===== config.mk =====
export PLATFORM = sky130hd
export DESIGN_NAME = line_buffer
export DESIGN_NICKNAME = d
export VERILOG_FILES = /design/src/logic/dcache_pkg.sv /design/src/logic/line_buffer.sv
export VERILOG_INCLUDE_DIRS = /design/src /design/src/logic
export SDC_FILE = /design/constraint.sdc
export NUM_CORES = 1
export LEC_CHECK = 0
export BUFFER_PORTS_ARGS = -buffer_cell sky130_fd_sc_hd__buf_2
export CAP_MARGIN = 20
export CORE_AREA = 2 2 229 231
export DETAILED_ROUTE_END_ITERATION = 16
export DIE_AREA = 0 0 231 233
export RECOVER_POWER = 100
export SYNTH_ARGS = -nofsm -noshare
export SYNTH_HDL_FRONTEND = slang
export SYNTH_SLANG_ARGS = --single-unit

===== constraint.sdc =====
create_clock -name clk -period 10.7 [get_ports clk]
set_input_delay 2.14 -clock clk [delete_from_list [all_inputs] [get_ports clk]]
set_output_delay 2.14 -clock clk [all_outputs]
set_load 0.01 [all_outputs]

===== src/logic/dcache_cfg.svh =====
`ifndef DCACHE_CFG_SVH
`define DCACHE_CFG_SVH

// Cache geometry.
`define DC_SETS 8
`define DC_WAYS 4

// Age counter per way, wide enough for four ways.
`define DC_AGE_W 2

// Address split: tag, set index, byte offset in line.
`define DC_INDEX_W 3
`define DC_OFFSET_W 5
`define DC_TAG_W 24

// Line size and burst beats.
`define DC_LINE_W 256
`define DC_BEATS 8

`endif


===== src/logic/dcache_pkg.sv =====
`include "dcache_cfg.svh"

package dcache_pkg;

	// Controller FSM states.
	typedef enum logic [2:0] {
		idle            = 3'd0,
		lookup_done     = 3'd1,
		write_back_req  = 3'd2,
		write_back_data = 3'd3,
		refill_req      = 3'd4,
		refill_data     = 3'd5,
		fill            = 3'd6,
		respond         = 3'd7
	} cache_state_e;

	// CPU request opcode.
	typedef enum logic {
		op_read  = 1'b0,
		op_write = 1'b1
	} cpu_op_e;

	// CPU byte address, word aligned by the CPU.
	typedef struct packed {
		logic [`DC_TAG_W-1:0]    tag;
		logic [`DC_INDEX_W-1:0]  index;
		logic [`DC_OFFSET_W-3:0] word;
		logic [1:0]              offset;
	} cpu_addr_t;

	// One CPU request.
	typedef struct packed {
		cpu_op_e     op;
		cpu_addr_t   addr;
		logic [31:0] wdata;
		logic [3:0]  strb;
	} cpu_req_t;

	typedef logic [`DC_LINE_W-1:0] line_t;

	// Burst request, always line aligned.
	typedef struct packed {
		logic [`DC_TAG_W-1:0]    tag;
		logic [`DC_INDEX_W-1:0]  index;
		logic [`DC_OFFSET_W-1:0] offset;
	} mem_req_t;

	// One-hot way select.
	typedef logic [`DC_WAYS-1:0] way_sel_t;

endpackage


===== src/logic/line_buffer.sv =====
`timescale 1ns/1ps
`include "dcache_cfg.svh"

module line_buffer (
	input  logic              clk,
	input  logic              rst,
	input  dcache_pkg::line_t load_line,
	input  logic              buf_load,
	input  logic              shift_in,
	input  logic [31:0]       in_word,
	input  logic              shift_out,
	output dcache_pkg::line_t line,
	output logic [31:0]       out_word,
	output logic              beat_last
);

	localparam int CNT_W = `DC_OFFSET_W - 2;

	logic [CNT_W-1:0] beat_cnt;

	// --------------------
	// Line register.
	// Beats enter at the top, so the first beat lands in word 0.
	always_ff @(posedge clk) begin
		if (buf_load)
			line <= load_line;
		else if (shift_in)
			line <= {in_word, line[`DC_LINE_W-1:32]};
	end

	// Beat counter, shared by refill and write-back.
	// Eight beats wrap it back to zero.
	always_ff @(posedge clk) begin
		if (rst)
			beat_cnt <= '0;
		else if (buf_load)
			beat_cnt <= '0;
		else if (shift_in || shift_out)
			beat_cnt <= beat_cnt + 1'b1;
	end

	// --------------------
	// Outgoing word picked by the counter.
	assign out_word  = line[{beat_cnt, 5'd0} +: 32];
	assign beat_last = (beat_cnt == CNT_W'(`DC_BEATS - 1));

endmodule


Word level (Yosys, flattened, before mapping). Index checks and enable logic that the tools add are counted. Widths: inputs -> output; s select.

Memory bits (writable): 0. Memory bits (read-only): 0. Logic and storage cells: 10. Bits in registers: 259. Latch bits: 0. Memories kept: 0. Output and inout bits: 289.

Multiplexer cells: 2. Equality and inequality tests: 1. Reduce and logical (&&, ||, !) cells: 3. $mul: 0. Shift operators: 1. Div/mod/pow operators: 0. Order comparisons: 0. Bitwise logic cells: 0. $add $sub $neg: 1.

Operators with widths (count): $mux 256 (2); $shiftx 256x9->32 (1); $add 3x1->3 const B (1); $eq 3x3->1 const B (1); $reduce_bool 2->1 (1); $reduce_or 2->1 (1); $logic_or 1x1->1 (1).

Depth between registers and ports, before layout. Gate-level depths: netlist (run 1).

Word-level depth: 2. Gate-level depth with buffers: 4. Mapped depth without buffers: 4.

Worst setup path after synthesis (run 1). No wires, ideal clock.

Path type: input to register. Start: in buf_load. End: reg line[0] (enable). Buffers on the path: 3. Stages: 4. Required time: 10.063 ns. Arrival: 8.373 ns. Slack: 1.691 ns. Path through: clkbuf_1 > clkbuf_1 > buf_2 > or2_1.

Word-level cells in the longest chain between the ends: 1.

RTL lines: start: declaration (RTL line line_buffer.sv:8) `input logic buf_load,`; $reduce_bool 2->1 (no source line); end signal: assignment (RTL line line_buffer.sv:26) `line <= load_line;`; end signal: assignment (RTL line line_buffer.sv:28) `` line <= {in_word, line[`DC_LINE_W-1:32]}; ``; end: declaration (RTL line line_buffer.sv:12) `output dcache_pkg::line_t line,`.

Every way passes these cells. A chain may end at the register's enable or synchronous reset.

Worst setup path in the final report (run 1).
Start: reg beat_cnt[1]. End: out out_word[4].

Word-level cells in the longest chain between the ends: 1.

RTL lines: start: declaration (RTL line line_buffer.sv:19) `logic [CNT_W-1:0] beat_cnt;`; start signal: assignment (RTL line line_buffer.sv:39) `beat_cnt <= beat_cnt + 1'b1;`; $shiftx 256x9->32 (RTL line line_buffer.sv:44) `assign out_word = line[{beat_cnt, 5'd0} +: 32];`; end: declaration (RTL line line_buffer.sv:13) `output logic [31:0] out_word,`.

Every way passes these cells.

==> results.cfg, run 1 <==
[routing]
drtAntennaViolNets = 0
first_pass_iters = 5
vias_per_cell = 4.54
drc_errors = 0
vias = 8865
detail_route.wl_per_cell_um = 21.9
drt_iter0_markers = 502
wl_mm = 42.8

[synthesis]
synth_edf_count = 256
synth-seq-cells = 259
yosysWarningCount = 0
syn_area_per_cell_um2 = 19.1
synth_cell_types = 18
synth_async_sr_flop_share = 0
synth-seq-area-share = 0.606
yosysTopAreaCell = edfxtp_1
synth_nets = 965
yosys-top-cells-area = edfxtp_1 60%, mux2_1 23%, mux4_2 10%
synth_top_area_frac = 0.601
ys.flop_type = edfxtp_1
yosys-top-cells-count = 256 x edfxtp_1, 256 x mux2_1, 58 x mux4_2
netlist_instances = 670
syn_area_mm2 = 0.0128

[critical_path]
critPathKind = reg -> out
cp.arrival_ns = 5.20
cp.required_ns = 8.56
crit_path_start_kind = flop
end_kind = output port
r2r_slack_ns = 6.17
cp_max_fo = 34

[die]
initial_core_util = 0.250
fp.coreArea_mm2 = 0.0511
die_x_um = 231
num_rows = 83
dieArea_mm2 = 0.0538
io_pins = 582
die_y_um = 233

[final_layout]
drive_above_1_share = 0.340
synthToLayoutAreaGrowth_pct = 32.5
finalNetCount = 1540
fin_area_mm2 = 0.0169

[global_route]
antenna_found_initial = 6
gr-usage-all-layers = 0.150
grt_max_degree = 121
gr-total-overflow = 0
first_global_vias = 9176
grt_pass1_wl_mm = 60.3

[clock_network]
worst_skew_pair.late_latency_ns = 0.57
cts_max_path_buffers = 3
cts_tree = built
holdBufCountCts = 0
cts-buffers-inserted = 30
cts_setup_buffers = 0
cts_repair_resize_count = 0
htree_num_levels = 1
cts_root_buf = clkbuf_16
cts_sinks = 259
path_clk_slew_ns = 0.06

[run_status]
violations = max-capacitance violations, max-slew violations
status = finished with violations

[placement]
place.gp.congestion = 0.931
placed_area_mm2 = 0.0164
hpwl_mm = 31.7
portBuffers = 581

[power_and_ir_drop]
peakVddDrop_mv = 0.0989
p_leak_uw = 0.00615
finalPower_uw = 2790
powerDensity_mw_per_mm2 = 165

[sta]
setup_tns_ns = 0
clock_skew_ns = 0.0197
finalSetupViolations = 0
slew_viol_final = 170
tightest_slew_ns = 3.55
fmax_ghz = 0.136
rsz0062_at_grt = false
slew-limit-headroom = -1.37
hold_ws_ns = 0.584
period_minus_slack_ns = 7.34
hold_violations = 0
fin_crit_sh = 0.686

[run]
maxCapViolations = 4

[worst_hold_path]
hold_class = reg -> reg
==> worst paths after layout <==
| path | startpoint | cells past startpoint | end |
|---|---|---|---|
| setup / recovery | beat_cnt[1] | 4 | out_word[4] |
| hold / removal | line[164] | 1 | line[132] |
| hold reg to reg | line[164] | 1 | line[132] |
| setup reg to reg | beat_cnt[1] | 5 | beat_cnt[2] |
==> sequential cells by signal (all words and copies together) (netlist names) <==
signal	count
beat_cnt	3
line	256
==> power breakdown <==
group / internal [µW] / switching, µW
clock network: 571 / 409
logic: 215 / 228
registers: 1260 / 109
==> worst max-delay path: stages (launching register included) <==
cell	delay (ns)
dfxtp_1	1.54
clkbuf_1	2.00
mux4_4	0.64
mux2_2	0.29
clkbuf_1	0.15
==> per-layer routing <==
| layer | share of wire | GRT usage |
|---|---|---|
| met1 | 0.42 | 0.197 |
| met2 | 0.50 | 0.252 |
| met3 | 0.057 | 0.0279 |
| met4 | 0.023 | 0.0415 |
| met5 | 0.00030 | 0 |
==> kinds of logic (layout without fill, tap and decap cells) <==
group / Yosys count / in the layout / synth area share
other: 0 / 5 / 0
adders and majority gates: 2 / 2 / 0.00196
buffers and inverters: 47 / 643 / 0.0197
muxes: 352 / 352 / 0.368
DFF: 259 / 259 / 0.606
and+or+nand+nor: 5 / 5 / 0.00293
AOI/OAI and AO/OA: 5 / 5 / 0.00235
==> stage by stage <==
step	util	setup slack, ns	std cells
after floorplan	-	1.69	670
after global placement	0.321	5.81	1893
after detailed placement	0.321	5.77	1893
after CTS	0.339	5.17	1946
after global routing	0.332	2.99	1950
final	0.332	3.36	1951
==> layout by cell type, fill, tap and decap left out <==
cell / n
buf_2: 297
clkbuf_1: 296
mux2_1: 258
edfxtp_1: 256
mux4_2: 58
clkbuf_16: 31
mux2_2: 30
clkinv_1: 10
buf_4: 6
diode_2: 5
mux4_1: 3
mux4_4: 3
o21ai_0: 3
or3b_1: 2
a211oi_1: 2
ha_1: 2
bufinv_16: 2
or2_2: 1
nor3_1: 1
nor4b_1: 1
dfxtp_4: 1
dfxtp_1: 1
dfxtp_2: 1
buf_12: 1
==> cell type report <==
class / instances / area [µm²]
antenna: 5 / 12.5
clock buffer: 41 / 813
clock inverter: 12 / 97.6
fill: 5193 / 34100
multi-input combinational: 364 / 4800
sequential: 259 / 7750
tap: 680 / 851
timing repair buffer: 590 / 2630
Power figures use the tool's default switching activity.
==> inputs of run 2 (changes only) <==
Clock period 10.7 ns to 7.1 ns, I/O delays scaled along.
==> results.cfg, run 2 (synthesis results as in run 1) <==
[critical_path]
cp.required_ns = 7.29
end_kind = flop
rr_startpoint = beat_cnt[1]
cp.arrival_ns = 5.63
r2r_slack_ns = 5.10
cpMaxStageDelayCell = clkbuf_1
crit_path_start_kind = input port
cp_max_fo = 60
crit_start = buf_load
critPathKind = in -> reg
crit_chain = clkbuf_1 -> or2_4 -> clkbuf_2
reg2reg_depth = 4
slowest_delay_ns = 2.39
reg2reg_to = beat_cnt[2]

[power_and_ir_drop]
clkPwrFrac = 0.342
p_sw_uw = 1140
p_leak_uw = 0.00613
powerDensity_mw_per_mm2 = 245
seq_power_share = 0.498
power.internal_uw = 3000
combPwrFrac = 0.160
peakVddDrop_mv = 0.165
switching_share = 0.274

[clock_network]
holdBufCountCts = 0
cts_sinks = 259
worst_skew_pair.late_latency_ns = 0.58
htree_num_levels = 1
cts_setup_buffers = 0
cts_tree = built
cts_repair_resize_count = 0
cts_max_path_buffers = 3
cts-buffers-inserted = 30
cts_root_buf = clkbuf_16
path_clk_slew_ns = 0.06

[placement]
place.gp.congestion = 0.949
portBuffers = 581
hpwl_mm = 31.9

[global_route]
antenna_found_initial = 2
first_global_vias = 9070
grt_max_degree = 135
gr-usage-all-layers = 0.149
gr-total-overflow = 0
grt_pass1_wl_mm = 60.5

[routing]
drc_errors = 0
vias_per_cell = 4.58
wl_mm = 42.6
drt_iter0_markers = 603
first_pass_iters = 4
drtAntennaViolNets = 0
vias = 8921
detail_route.wl_per_cell_um = 21.9

[final_layout]
drive_above_1_share = 0.343
layout_common_cells = 296 x clkbuf_1, 295 x buf_2, 257 x mux2_1
finalNetCount = 1538
regMostFlops = line
final_common_cell = clkbuf_1
largest_reg_flops = 256
top_regs = line: 256 flops, beat_cnt: 3 flops
synthToLayoutAreaGrowth_pct = 32.1

[worst_hold_path]
whs_endpoint = line[9]
min_from = line[41]
hold_class = reg -> reg
hold_depth = 1

[sta]
hold_violations = 0
hold_ws_ns = 0.590
slew_viol_final = 60
period_minus_slack_ns = 5.44
finalSetupViolations = 0
fin_crit_sh = 0.766
clock_skew_ns = 0.0162
slew-limit-headroom = -1.32
setup_tns_ns = 0
rsz0062_at_grt = false
fmax_ghz = 0.184
tightest_slew_ns = 3.48

[die]
io_pins = 582
dieArea_mm2 = 0.0538
num_rows = 83
die_y_um = 233
initial_core_util = 0.250
fp.coreArea_mm2 = 0.0511
die_x_um = 231

[run]
maxCapViolations = 1

[run_status]
status = finished with violations
violations = max-capacitance violations, max-slew violations
==> run 2: changes by cell type in the layout (fill, tap and decap cells not counted), sizes merged <==
cell / delta
buf: -4
bufinv: -2
clkbuf: +2
clkinv: +2
diode: -2
==> run 2: layout make-up <==
cell class / count / area [µm²]
fillers: 5215 / 34200
clock buffers: 41 / 813
flip-flops and latches: 259 / 7760
multi-input cells: 364 / 4800
diodes: 3 / 7.51
repair buffers: 588 / 2620
clock inverters: 12 / 50.0
well taps: 680 / 851
==> run 2: stage by stage <==
stage | instances | total power, µW | worst slack [ns] | util | instance area [µm²]
after floorplan | 670 | 2400 | 1.39 | - | 12800
after detailed placement | 1891 | 2800 | 2.95 | 0.321 | 16400
after global placement | 1891 | 2790 | 2.98 | 0.321 | 16400
final | 1947 | 4140 | 1.66 | 0.331 | 16900
after global routing | 1946 | 4310 | 1.27 | 0.331 | 16900
after CTS | 1944 | 4230 | 2.32 | 0.338 | 17300
==> run 2: worst max-delay path by stage <==
stage | slack, ns | to
global placement | 2.98 | out_word[26]
CTS | 2.32 | out_word[0]
detailed placement | 2.95 | out_word[29]
floorplan | 1.39 | line[0]
global route | 1.27 | line[24]
finish | 1.66 | line[24]
==> run 2: power by group through the flow <==
stage / Clock, µW / Combinational (µW) / Sequential, µW
CTS: 1460 / 718 / 2060
global route: 1510 / 713 / 2080
finish: 1420 / 661 / 2060
detailed placement: 0 / 713 / 2090
floorplan: 0 / 304 / 2100
global placement: 0 / 706 / 2090
==> run 2: layer usage <==
metal	global-route usage	share of wire
met1	0.192	0.41
met2	0.253	0.51
met3	0.0281	0.058
met4	0.0444	0.026
met5	0	0
==> run 2: worst max-delay path: cells and delay by family <==
kind	cells	cell delay [ns]
buffers and inverters	2	3.25
AND/OR/NAND/NOR	1	0.87
