## src/logic/dcache_cfg.svh

```systemverilog
`ifndef DCACHE_CFG_SVH
`define DCACHE_CFG_SVH

// Cache geometry.
`define DC_SETS 8
`define DC_WAYS 4

// Age counter per way, wide enough for four ways.
`define DC_AGE_W 2

// Address split: tag, set index, byte offset in line.
`define DC_INDEX_W 3
`define DC_OFFSET_W 5
`define DC_TAG_W 24

// Line size and burst beats.
`define DC_LINE_W 256
`define DC_BEATS 8

`endif

```

## src/logic/dcache_pkg.sv

```systemverilog
`include "dcache_cfg.svh"

package dcache_pkg;

	// Controller FSM states.
	typedef enum logic [2:0] {
		idle            = 3'd0,
		lookup_done     = 3'd1,
		write_back_req  = 3'd2,
		write_back_data = 3'd3,
		refill_req      = 3'd4,
		refill_data     = 3'd5,
		fill            = 3'd6,
		respond         = 3'd7
	} cache_state_e;

	// CPU request opcode.
	typedef enum logic {
		op_read  = 1'b0,
		op_write = 1'b1
	} cpu_op_e;

	// CPU byte address, word aligned by the CPU.
	typedef struct packed {
		logic [`DC_TAG_W-1:0]    tag;
		logic [`DC_INDEX_W-1:0]  index;
		logic [`DC_OFFSET_W-3:0] word;
		logic [1:0]              offset;
	} cpu_addr_t;

	// One CPU request.
	typedef struct packed {
		cpu_op_e     op;
		cpu_addr_t   addr;
		logic [31:0] wdata;
		logic [3:0]  strb;
	} cpu_req_t;

	typedef logic [`DC_LINE_W-1:0] line_t;

	// Burst request, always line aligned.
	typedef struct packed {
		logic [`DC_TAG_W-1:0]    tag;
		logic [`DC_INDEX_W-1:0]  index;
		logic [`DC_OFFSET_W-1:0] offset;
	} mem_req_t;

	// One-hot way select.
	typedef logic [`DC_WAYS-1:0] way_sel_t;

endpackage

```

## src/logic/dcache_ctrl.sv

```systemverilog
`timescale 1ns/1ps
`include "dcache_cfg.svh"

module dcache_ctrl (
	input  logic                 clk,
	input  logic                 rst,

	input  dcache_pkg::cpu_req_t cpu_req,
	input  logic                 cpu_req_valid,
	output logic                 cpu_req_ready,
	output logic [31:0]          cpu_rsp_data,
	output logic                 cpu_rsp_valid,
	input  logic                 cpu_rsp_ready,

	output dcache_pkg::mem_req_t mem_rd_req,
	output logic                 mem_rd_req_valid,
	input  logic                 mem_rd_req_ready,
	input  logic                 mem_rd_rsp_valid,
	input  logic                 mem_rd_rsp_last,
	output logic                 mem_rd_rsp_ready,

	output dcache_pkg::mem_req_t mem_wr_req,
	output logic                 mem_wr_req_valid,
	input  logic                 mem_wr_req_ready,
	output logic                 mem_wr_data_valid,
	output logic                 mem_wr_data_last,
	input  logic                 mem_wr_data_ready,

	// Way store results for the current request.
	input  dcache_pkg::way_sel_t hit,
	input  logic                 victim_dirty,
	input  logic [`DC_TAG_W-1:0] victim_tag,
	input  logic [31:0]          hit_word,
	input  logic [31:0]          merged_word,
	input  logic                 beat_last,

	output dcache_pkg::cpu_req_t cur_req,
	output logic                 lookup_en,
	output logic                 write_hit_en,
	output logic                 fill_en,
	output logic                 buf_load,
	output logic                 buf_shift_in,
	output logic                 buf_shift_out
);

	dcache_pkg::cache_state_e state;
	dcache_pkg::cache_state_e state_next;
	dcache_pkg::cpu_req_t     req_q;
	logic [31:0]              rsp_q;
	logic                     req_ready_q;
	logic                     accept;
	logic                     is_hit;
	logic                     is_write;

	// Lookup uses the live request while idle, the held one after.
	assign cur_req = (state == dcache_pkg::idle) ? cpu_req : req_q;

	assign accept   = (state == dcache_pkg::idle) && cpu_req_valid && req_ready_q;
	assign is_hit   = |hit;
	assign is_write = (cur_req.op == dcache_pkg::op_write);

	// --------------------
	// Next state.
	always_comb begin
		state_next = state;
		case (state)
			dcache_pkg::idle: begin
				if (accept) begin
					if (is_hit)
						state_next = is_write ? dcache_pkg::lookup_done : dcache_pkg::respond;
					else if (victim_dirty)
						state_next = dcache_pkg::write_back_req;
					else
						state_next = dcache_pkg::refill_req;
				end
			end
			// One dead cycle after a write hit.
			dcache_pkg::lookup_done: state_next = dcache_pkg::idle;
			dcache_pkg::write_back_req: begin
				if (mem_wr_req_ready)
					state_next = dcache_pkg::write_back_data;
			end
			dcache_pkg::write_back_data: begin
				if (mem_wr_data_ready && beat_last)
					state_next = dcache_pkg::refill_req;
			end
			dcache_pkg::refill_req: begin
				if (mem_rd_req_ready)
					state_next = dcache_pkg::refill_data;
			end
			dcache_pkg::refill_data: begin
				if (mem_rd_rsp_valid && mem_rd_rsp_last)
					state_next = dcache_pkg::fill;
			end
			// Writes finish here, reads still owe a response.
			dcache_pkg::fill: state_next = is_write ? dcache_pkg::idle : dcache_pkg::respond;
			dcache_pkg::respond: begin
				if (cpu_rsp_ready)
					state_next = dcache_pkg::idle;
			end
			default: state_next = dcache_pkg::idle;
		endcase
	end

	// Ready follows the idle state one edge late, low through reset.
	always_ff @(posedge clk) begin
		if (rst) begin
			state       <= dcache_pkg::idle;
			req_ready_q <= 1'b0;
		end else begin
			state       <= state_next;
			req_ready_q <= (state_next == dcache_pkg::idle);
		end
	end

	// Request held for the whole miss.
	always_ff @(posedge clk) begin
		if (accept)
			req_q <= cpu_req;
	end

	// Read data from a hit or from the refilled line.
	always_ff @(posedge clk) begin
		if (accept && is_hit && !is_write)
			rsp_q <= hit_word;
		else if (fill_en && !is_write)
			rsp_q <= merged_word;
	end

	// --------------------
	// Array and buffer strobes.
	assign lookup_en     = accept;
	assign write_hit_en  = accept && is_hit && is_write;
	assign buf_load      = accept && !is_hit;
	assign buf_shift_out = (state == dcache_pkg::write_back_data) && mem_wr_data_ready;
	assign buf_shift_in  = (state == dcache_pkg::refill_data) && mem_rd_rsp_valid;
	assign fill_en       = (state == dcache_pkg::fill);

	// CPU side.
	assign cpu_req_ready = req_ready_q;
	assign cpu_rsp_valid = (state == dcache_pkg::respond);
	assign cpu_rsp_data  = rsp_q;

	// Memory side. Victim line address for write-back.
	always_comb begin
		mem_wr_req.tag    = victim_tag;
		mem_wr_req.index  = req_q.addr.index;
		mem_wr_req.offset = '0;
		mem_rd_req.tag    = req_q.addr.tag;
		mem_rd_req.index  = req_q.addr.index;
		mem_rd_req.offset = '0;
	end

	assign mem_wr_req_valid  = (state == dcache_pkg::write_back_req);
	assign mem_wr_data_valid = (state == dcache_pkg::write_back_data);
	assign mem_wr_data_last  = mem_wr_data_valid && beat_last;
	assign mem_rd_req_valid  = (state == dcache_pkg::refill_req);
	assign mem_rd_rsp_ready  = (state == dcache_pkg::refill_data);

	// --------------------
	// Request and response never offered together.
	assert property (@(posedge clk) disable iff (rst)
		!(cpu_req_ready && cpu_rsp_valid));

	// Memory last beat lines up with the buffer's eighth beat.
	assert property (@(posedge clk) disable iff (rst)
		buf_shift_in |-> (mem_rd_rsp_last == beat_last));

endmodule

```

## config.mk

```make
export PLATFORM = sky130hd
export DESIGN_NAME = dcache_ctrl
export DESIGN_NICKNAME = d
export VERILOG_FILES = /design/src/logic/dcache_pkg.sv /design/src/logic/dcache_ctrl.sv
export VERILOG_INCLUDE_DIRS = /design/src /design/src/logic
export SDC_FILE = /design/constraint.sdc
export NUM_CORES = 1
export LEC_CHECK = 0
export BUFFER_PORTS_ARGS = -buffer_cell sky130_fd_sc_hd__buf_2
export CORE_AREA = 5 5 134 136
export CTS_CLUSTER_SIZE = 28
export DETAILED_ROUTE_END_ITERATION = 16
export DIE_AREA = 0 0 139 141
export PLACE_DENSITY_LB_ADDON = 0.05
export SLEW_MARGIN = 30
export SYNTH_ARGS = -nofsm -noshare
export SYNTH_HDL_FRONTEND = slang
export SYNTH_SLANG_ARGS = --single-unit
```

## constraint.sdc

```tcl
create_clock -name clk -period 4.5 [get_ports clk]
set_input_delay 0.675 -clock clk [delete_from_list [all_inputs] [get_ports clk]]
set_output_delay 0.675 -clock clk [all_outputs]
set_load 0.02 [all_outputs]
```

* Word-level counts from Yosys, hierarchy flattened
Index checks and enable logic that the tools add are counted.
Storage, ports and cells: register bits after elaboration 105, output and inout port bits 178, bits of input ports 172, logic and storage cells 49
Operators by class: equal/unequal tests 7, mux-type cells 14, reduce and logical (&&, ||, !) cells 18
Operators by type and width (number):
- two-way mux 69 bit | 1
- two-way mux 32 bit | 2
- two-way mux 3 bit | 10
- case mux 3 bit (8 select lines) | 1
- equality test 3 bit, second input constant | 4
- logical AND 1 bit | 12
- equality test 3 x 2 -> 1 bit, second input constant | 2
- zero test 3 bit | 2
- OR reduction 4 bit | 1
- equality test 3 x 1 -> 1 bit, second input constant | 1
- zero test 1 bit | 2
- nonzero test 2 bit | 1

* Logic depth before layout (Yosys ltp)
depth in word-level cells 7, mapped depth 7, gate-level depth less buffers 5

* Worst setup path before layout
OpenSTA, ideal clock, no wires.
kind flip-flop to flip-flop, start point register state[0], end point register rsp_q[0], in the netlist cpu_rsp_data[0] (enable), path slack 0.131 ns, required time 4.079 ns, cell stages (with the launch flop) 7, data arrival time 3.948 ns, period minus slack after synthesis 4.369 ns, path through dfxtp_1 > buf_2 > nor3_4 > nand3_2 > inv_1 > a21oi_1 > nor2_1
Between the ends: cells in the longest elaborated chain, start to end 6
Ends and longest elaborated chain:
- start, declared | RTL line dcache_ctrl.sv:46 | dcache_pkg::cache_state_e state;
- start signal, assigned | RTL line dcache_ctrl.sv:108 | state <= dcache_pkg::idle;
- start signal, assigned | RTL line dcache_ctrl.sv:111 | state <= state_next;
- zero test 3 bit | RTL line dcache_ctrl.sv:58 | assign accept = (state == dcache_pkg::idle) && cpu_req_valid && req_ready_q;
- logical AND 1 bit (2 in series) | RTL line dcache_ctrl.sv:58
- named net lookup_en | RTL line dcache_ctrl.sv:38 | output logic lookup_en,
- logical AND 1 bit (2 in series) | RTL line dcache_ctrl.sv:124 | if (accept && is_hit && !is_write)
- nonzero test 2 bit (no source line)
- end signal, assigned | RTL line dcache_ctrl.sv:125 | rsp_q <= hit_word;
- end signal, assigned | RTL line dcache_ctrl.sv:127 | rsp_q <= merged_word;
- end, declared | RTL line dcache_ctrl.sv:49 | logic [31:0] rsp_q;
The timed path passes the listed nets, and every way through them passes these cells. A chain may end at the register's enable or synchronous reset.

==> results by group <==
Clock tree
  – Clock tree from TritonCTS: done
  – Post-CTS Resized: 0
  – Hold-fix buffers, CTS: 0
  – CTS root buf: clkbuf_16
  – Post-CTS setup buffers: 0
  – Worst-Skew Late Latency: 0.34 ns
  – Clock slew seen by the registers of the worst setup and hold paths: 0.07 ns
  – CTS H-tree lvls: 3
  – Max Root-Sink Buffers: 2
  – Clk sinks: 105
  – Inserted Clock Buffers: 9

Yosys
  – Post-synth EDFFs: 101
  – Post-synth ARST share: 0%
  – Avg Inst Size Synth: 10.8 sq um
  – Post-Syn Area: 0.00519 sq mm
  – Number of library cell types mapped by synthesis: 37
  – Top post-synthesis cells by area: edfxtp_1, nand2_1, buf_4
  – Share of the synthesized area in the top cell type: 58.4%
  – Sequential-to-total area share from yosys stat: 60.0%
  – Leading area contributor after synthesis: edfxtp_1
  – #FFs+latches synth: 105
  – Syn. warnings: 0
  – Prevailing post-synth register cell: edfxtp_1
  – Gate Count Post-Synth: 481

Timing
  – Worst slew margin relative to its limit: 45.9%
  – Slew Viols, Final: 0
  – Fmax: 306 MHz
  – Setup TNS: 0 ns
  – Hold slack: 0.515 ns
  – Worst setup margin: 1.24 ns
  – Post-route clock skew: 0.00860 ns
  – # setup viols final: 0
  – RSZ-0062 raised after global routing: false
  – Hold Fails Final Rpt: 0
  – Crit path time final: 3.26 ns
  – Measured slew at the worst slew-check pin: 0.811 ns
  – Final worst-path cycle share: 72.5%

Placed design
  – Routability cong.: 0.833
  – Placed Cells: 925
  – Port Buf Inserts: 291
  – Final HPWL DP: 11200 microns
  – Pre-CTS setup slack: 1.57 ns

Detailed routing
  – Vias per inst: 4.26
  – Pre-Repair DR Iteration Count: 4
  – DRT Wirelength: 14300 microns
  – DRT antenna net count: 0
  – DR WL/cell: 15.2 microns
  – Vias: 4006
  – Initial drt markers: 197
  – DRC: 0

Power
  – VDD IR max: 0.330 mV
  – Clock share of power: 18.8%
  – Internal Power: 2.25 mW
  – Leak pwr: 3.17 nW
  – Combinational share of power: 49.9%
  – Sequential share of power: 31.3%
  – Switching Fraction: 44.7%
  – PwrDens: 607 mW/mm^2
  – NetSw: 1.81 mW

Worst setup path
  – Most used cell, CP: nand2_1
  – Startpoint Class: flop
  – Worst Setup Path Type: flop to output pin
  – Worst path max stage delay: 0.77 ns
  – CP top delay family: simple AND/OR/NAND/NOR gates
  – CP cell instances: or3_2, buf_4, nand2_1, nand2_1, buf_2
  – CP Buf/Inv Count: 2
  – Critical Path RT: 3.83 ns
  – Setup crit end kind: output pin
  – Crit path max fanout: 44
  – Reg2reg setup slack: 1.93 ns
  – Arrival time worst endpoint: 2.59 ns
  – Worst path slowest cell: or3_2

Die
  – Die X: 139 microns
  – Die Area: 0.0196 sq mm
  – # rows: 48
  – DIE HEIGHT: 141 microns
  – Core area: 0.0168 sq mm
  – I/O Pins: 350
  – Starting density of the core: 30.9%

Global routing
  – Largest net degree at the start of global routing: 71
  – Total GRT Usage: 14.1%
  – Antenna violations before repair: 0
  – First-pass GRT wire length: 21900 microns
  – Vias in the first global route: 4067
  – GR Overflow Total: 0

Run
  – Max_cap viols: 0

Cells and area
  – Commonest cells after routing, fill and taps aside: buf_2, nand2_1, edfxtp_1, mux2_2, conb_1
  – Final #Nets: 883
  – Commonest non-fill, non-tap cell in the layout: buf_2
  – # diodes: 0
  – Area delta synth->final: 29.1%
  – Share of layout cells above drive strength 1: 48.5%
  – Post-Layout Cell Count: 941

Hold path
  – Hold/Removal Path Class: input port to flop

Status
  – Status: complete, no violations
-- through the flow --
stage	area, sq um	util [%]	total power, mW
2_1_floorplan	5220	-	2.71
3_3_place_gp	6410	38.1	3.36
3_5_place_dp	6410	38.1	3.37
4_1_cts	6700	39.8	4.15
5_1_grt	6700	39.8	4.37
6_report	6700	39.8	4.06
-- per-layer routing --
layer,part of all wire (%),up-vias,track usage (%)
met3,12,13,6.75
met1,38,1771,15.7
li1,-,1995,-
met2,48,227,23.6
met4,1.6,0,5.30
met5,0,-,0
-- power by group through the flow --
stage	clock network [mW]	logic [mW]	registers, mW
2_1_floorplan	0	1.41	1.30
3_3_place_gp	0	2.07	1.29
3_5_place_dp	0	2.07	1.29
4_1_cts	0.799	2.08	1.27
5_1_grt	0.839	2.24	1.28
6_report	0.764	2.03	1.27
-- state kept, by name (all words and copies together), names as in the netlist --
name           count
req_q             42
cpu_rsp_data      32
state              3
cpu_req_ready      1
mem_rd_req        27
-- worst paths after layout --
check	start	endpoint	cells past startpoint
max	state[0]	cur_req[32]	5
min reg2reg	cpu_req_ready	state[0]	4
min	cpu_req[46]	mem_rd_req[10]	1
max reg2reg	state[0]	cpu_rsp_data[11]	5
-- synthesized netlist by cell type, types with 2 or more instances --
| cell type | number |
|---|---|
| nor3_4 | 2 |
| nand2_1 | 209 |
| buf_1 | 2 |
| nor3b_1 | 2 |
| and2_1 | 2 |
| nor2_1 | 9 |
| a21oi_1 | 2 |
| o32ai_1 | 2 |
| edfxtp_1 | 101 |
| a21bo_2 | 2 |
| dfxtp_1 | 4 |
| mux2i_1 | 2 |
| and3_1 | 5 |
| a211oi_1 | 2 |
| clkbuf_1 | 14 |
| buf_6 | 3 |
| buf_2 | 3 |
| mux2_2 | 29 |
| mux2_1 | 3 |
| buf_4 | 64 |
| nor2b_1 | 3 |
-- logic make-up (layout without fill, tap and decap cells) --
logic type	count (synthesis)	count (layout)	share of synthesized area, %
DFF	105	105	60.0
buffers and inverters	87	313	11.4
and+or+nand+nor	243	243	19.6
muxes	34	34	7.33
AOI/OAI and AO/OA	11	11	1.62
other	1	10	0.0723
-- layout make-up --
cell class,instances,area (sq um)
Fill cell,1731,10100
Clock buffer,9,225
Multi-Input combinational cell,298,1520
Inverter,1,3.75
Timing Repair Buffer,296,1490
Tap cell,225,282
Sequential cell,105,3110
Clock inverter,7,61.3
-- worst reg2reg max path: cells and delay by family (launching register included) --
kind	cells	cell delay, ns
buf+inv	1	0.38
flops	1	0.49
simple gates	4	1.32
Note: power is estimated with default switching activity, not from simulation.
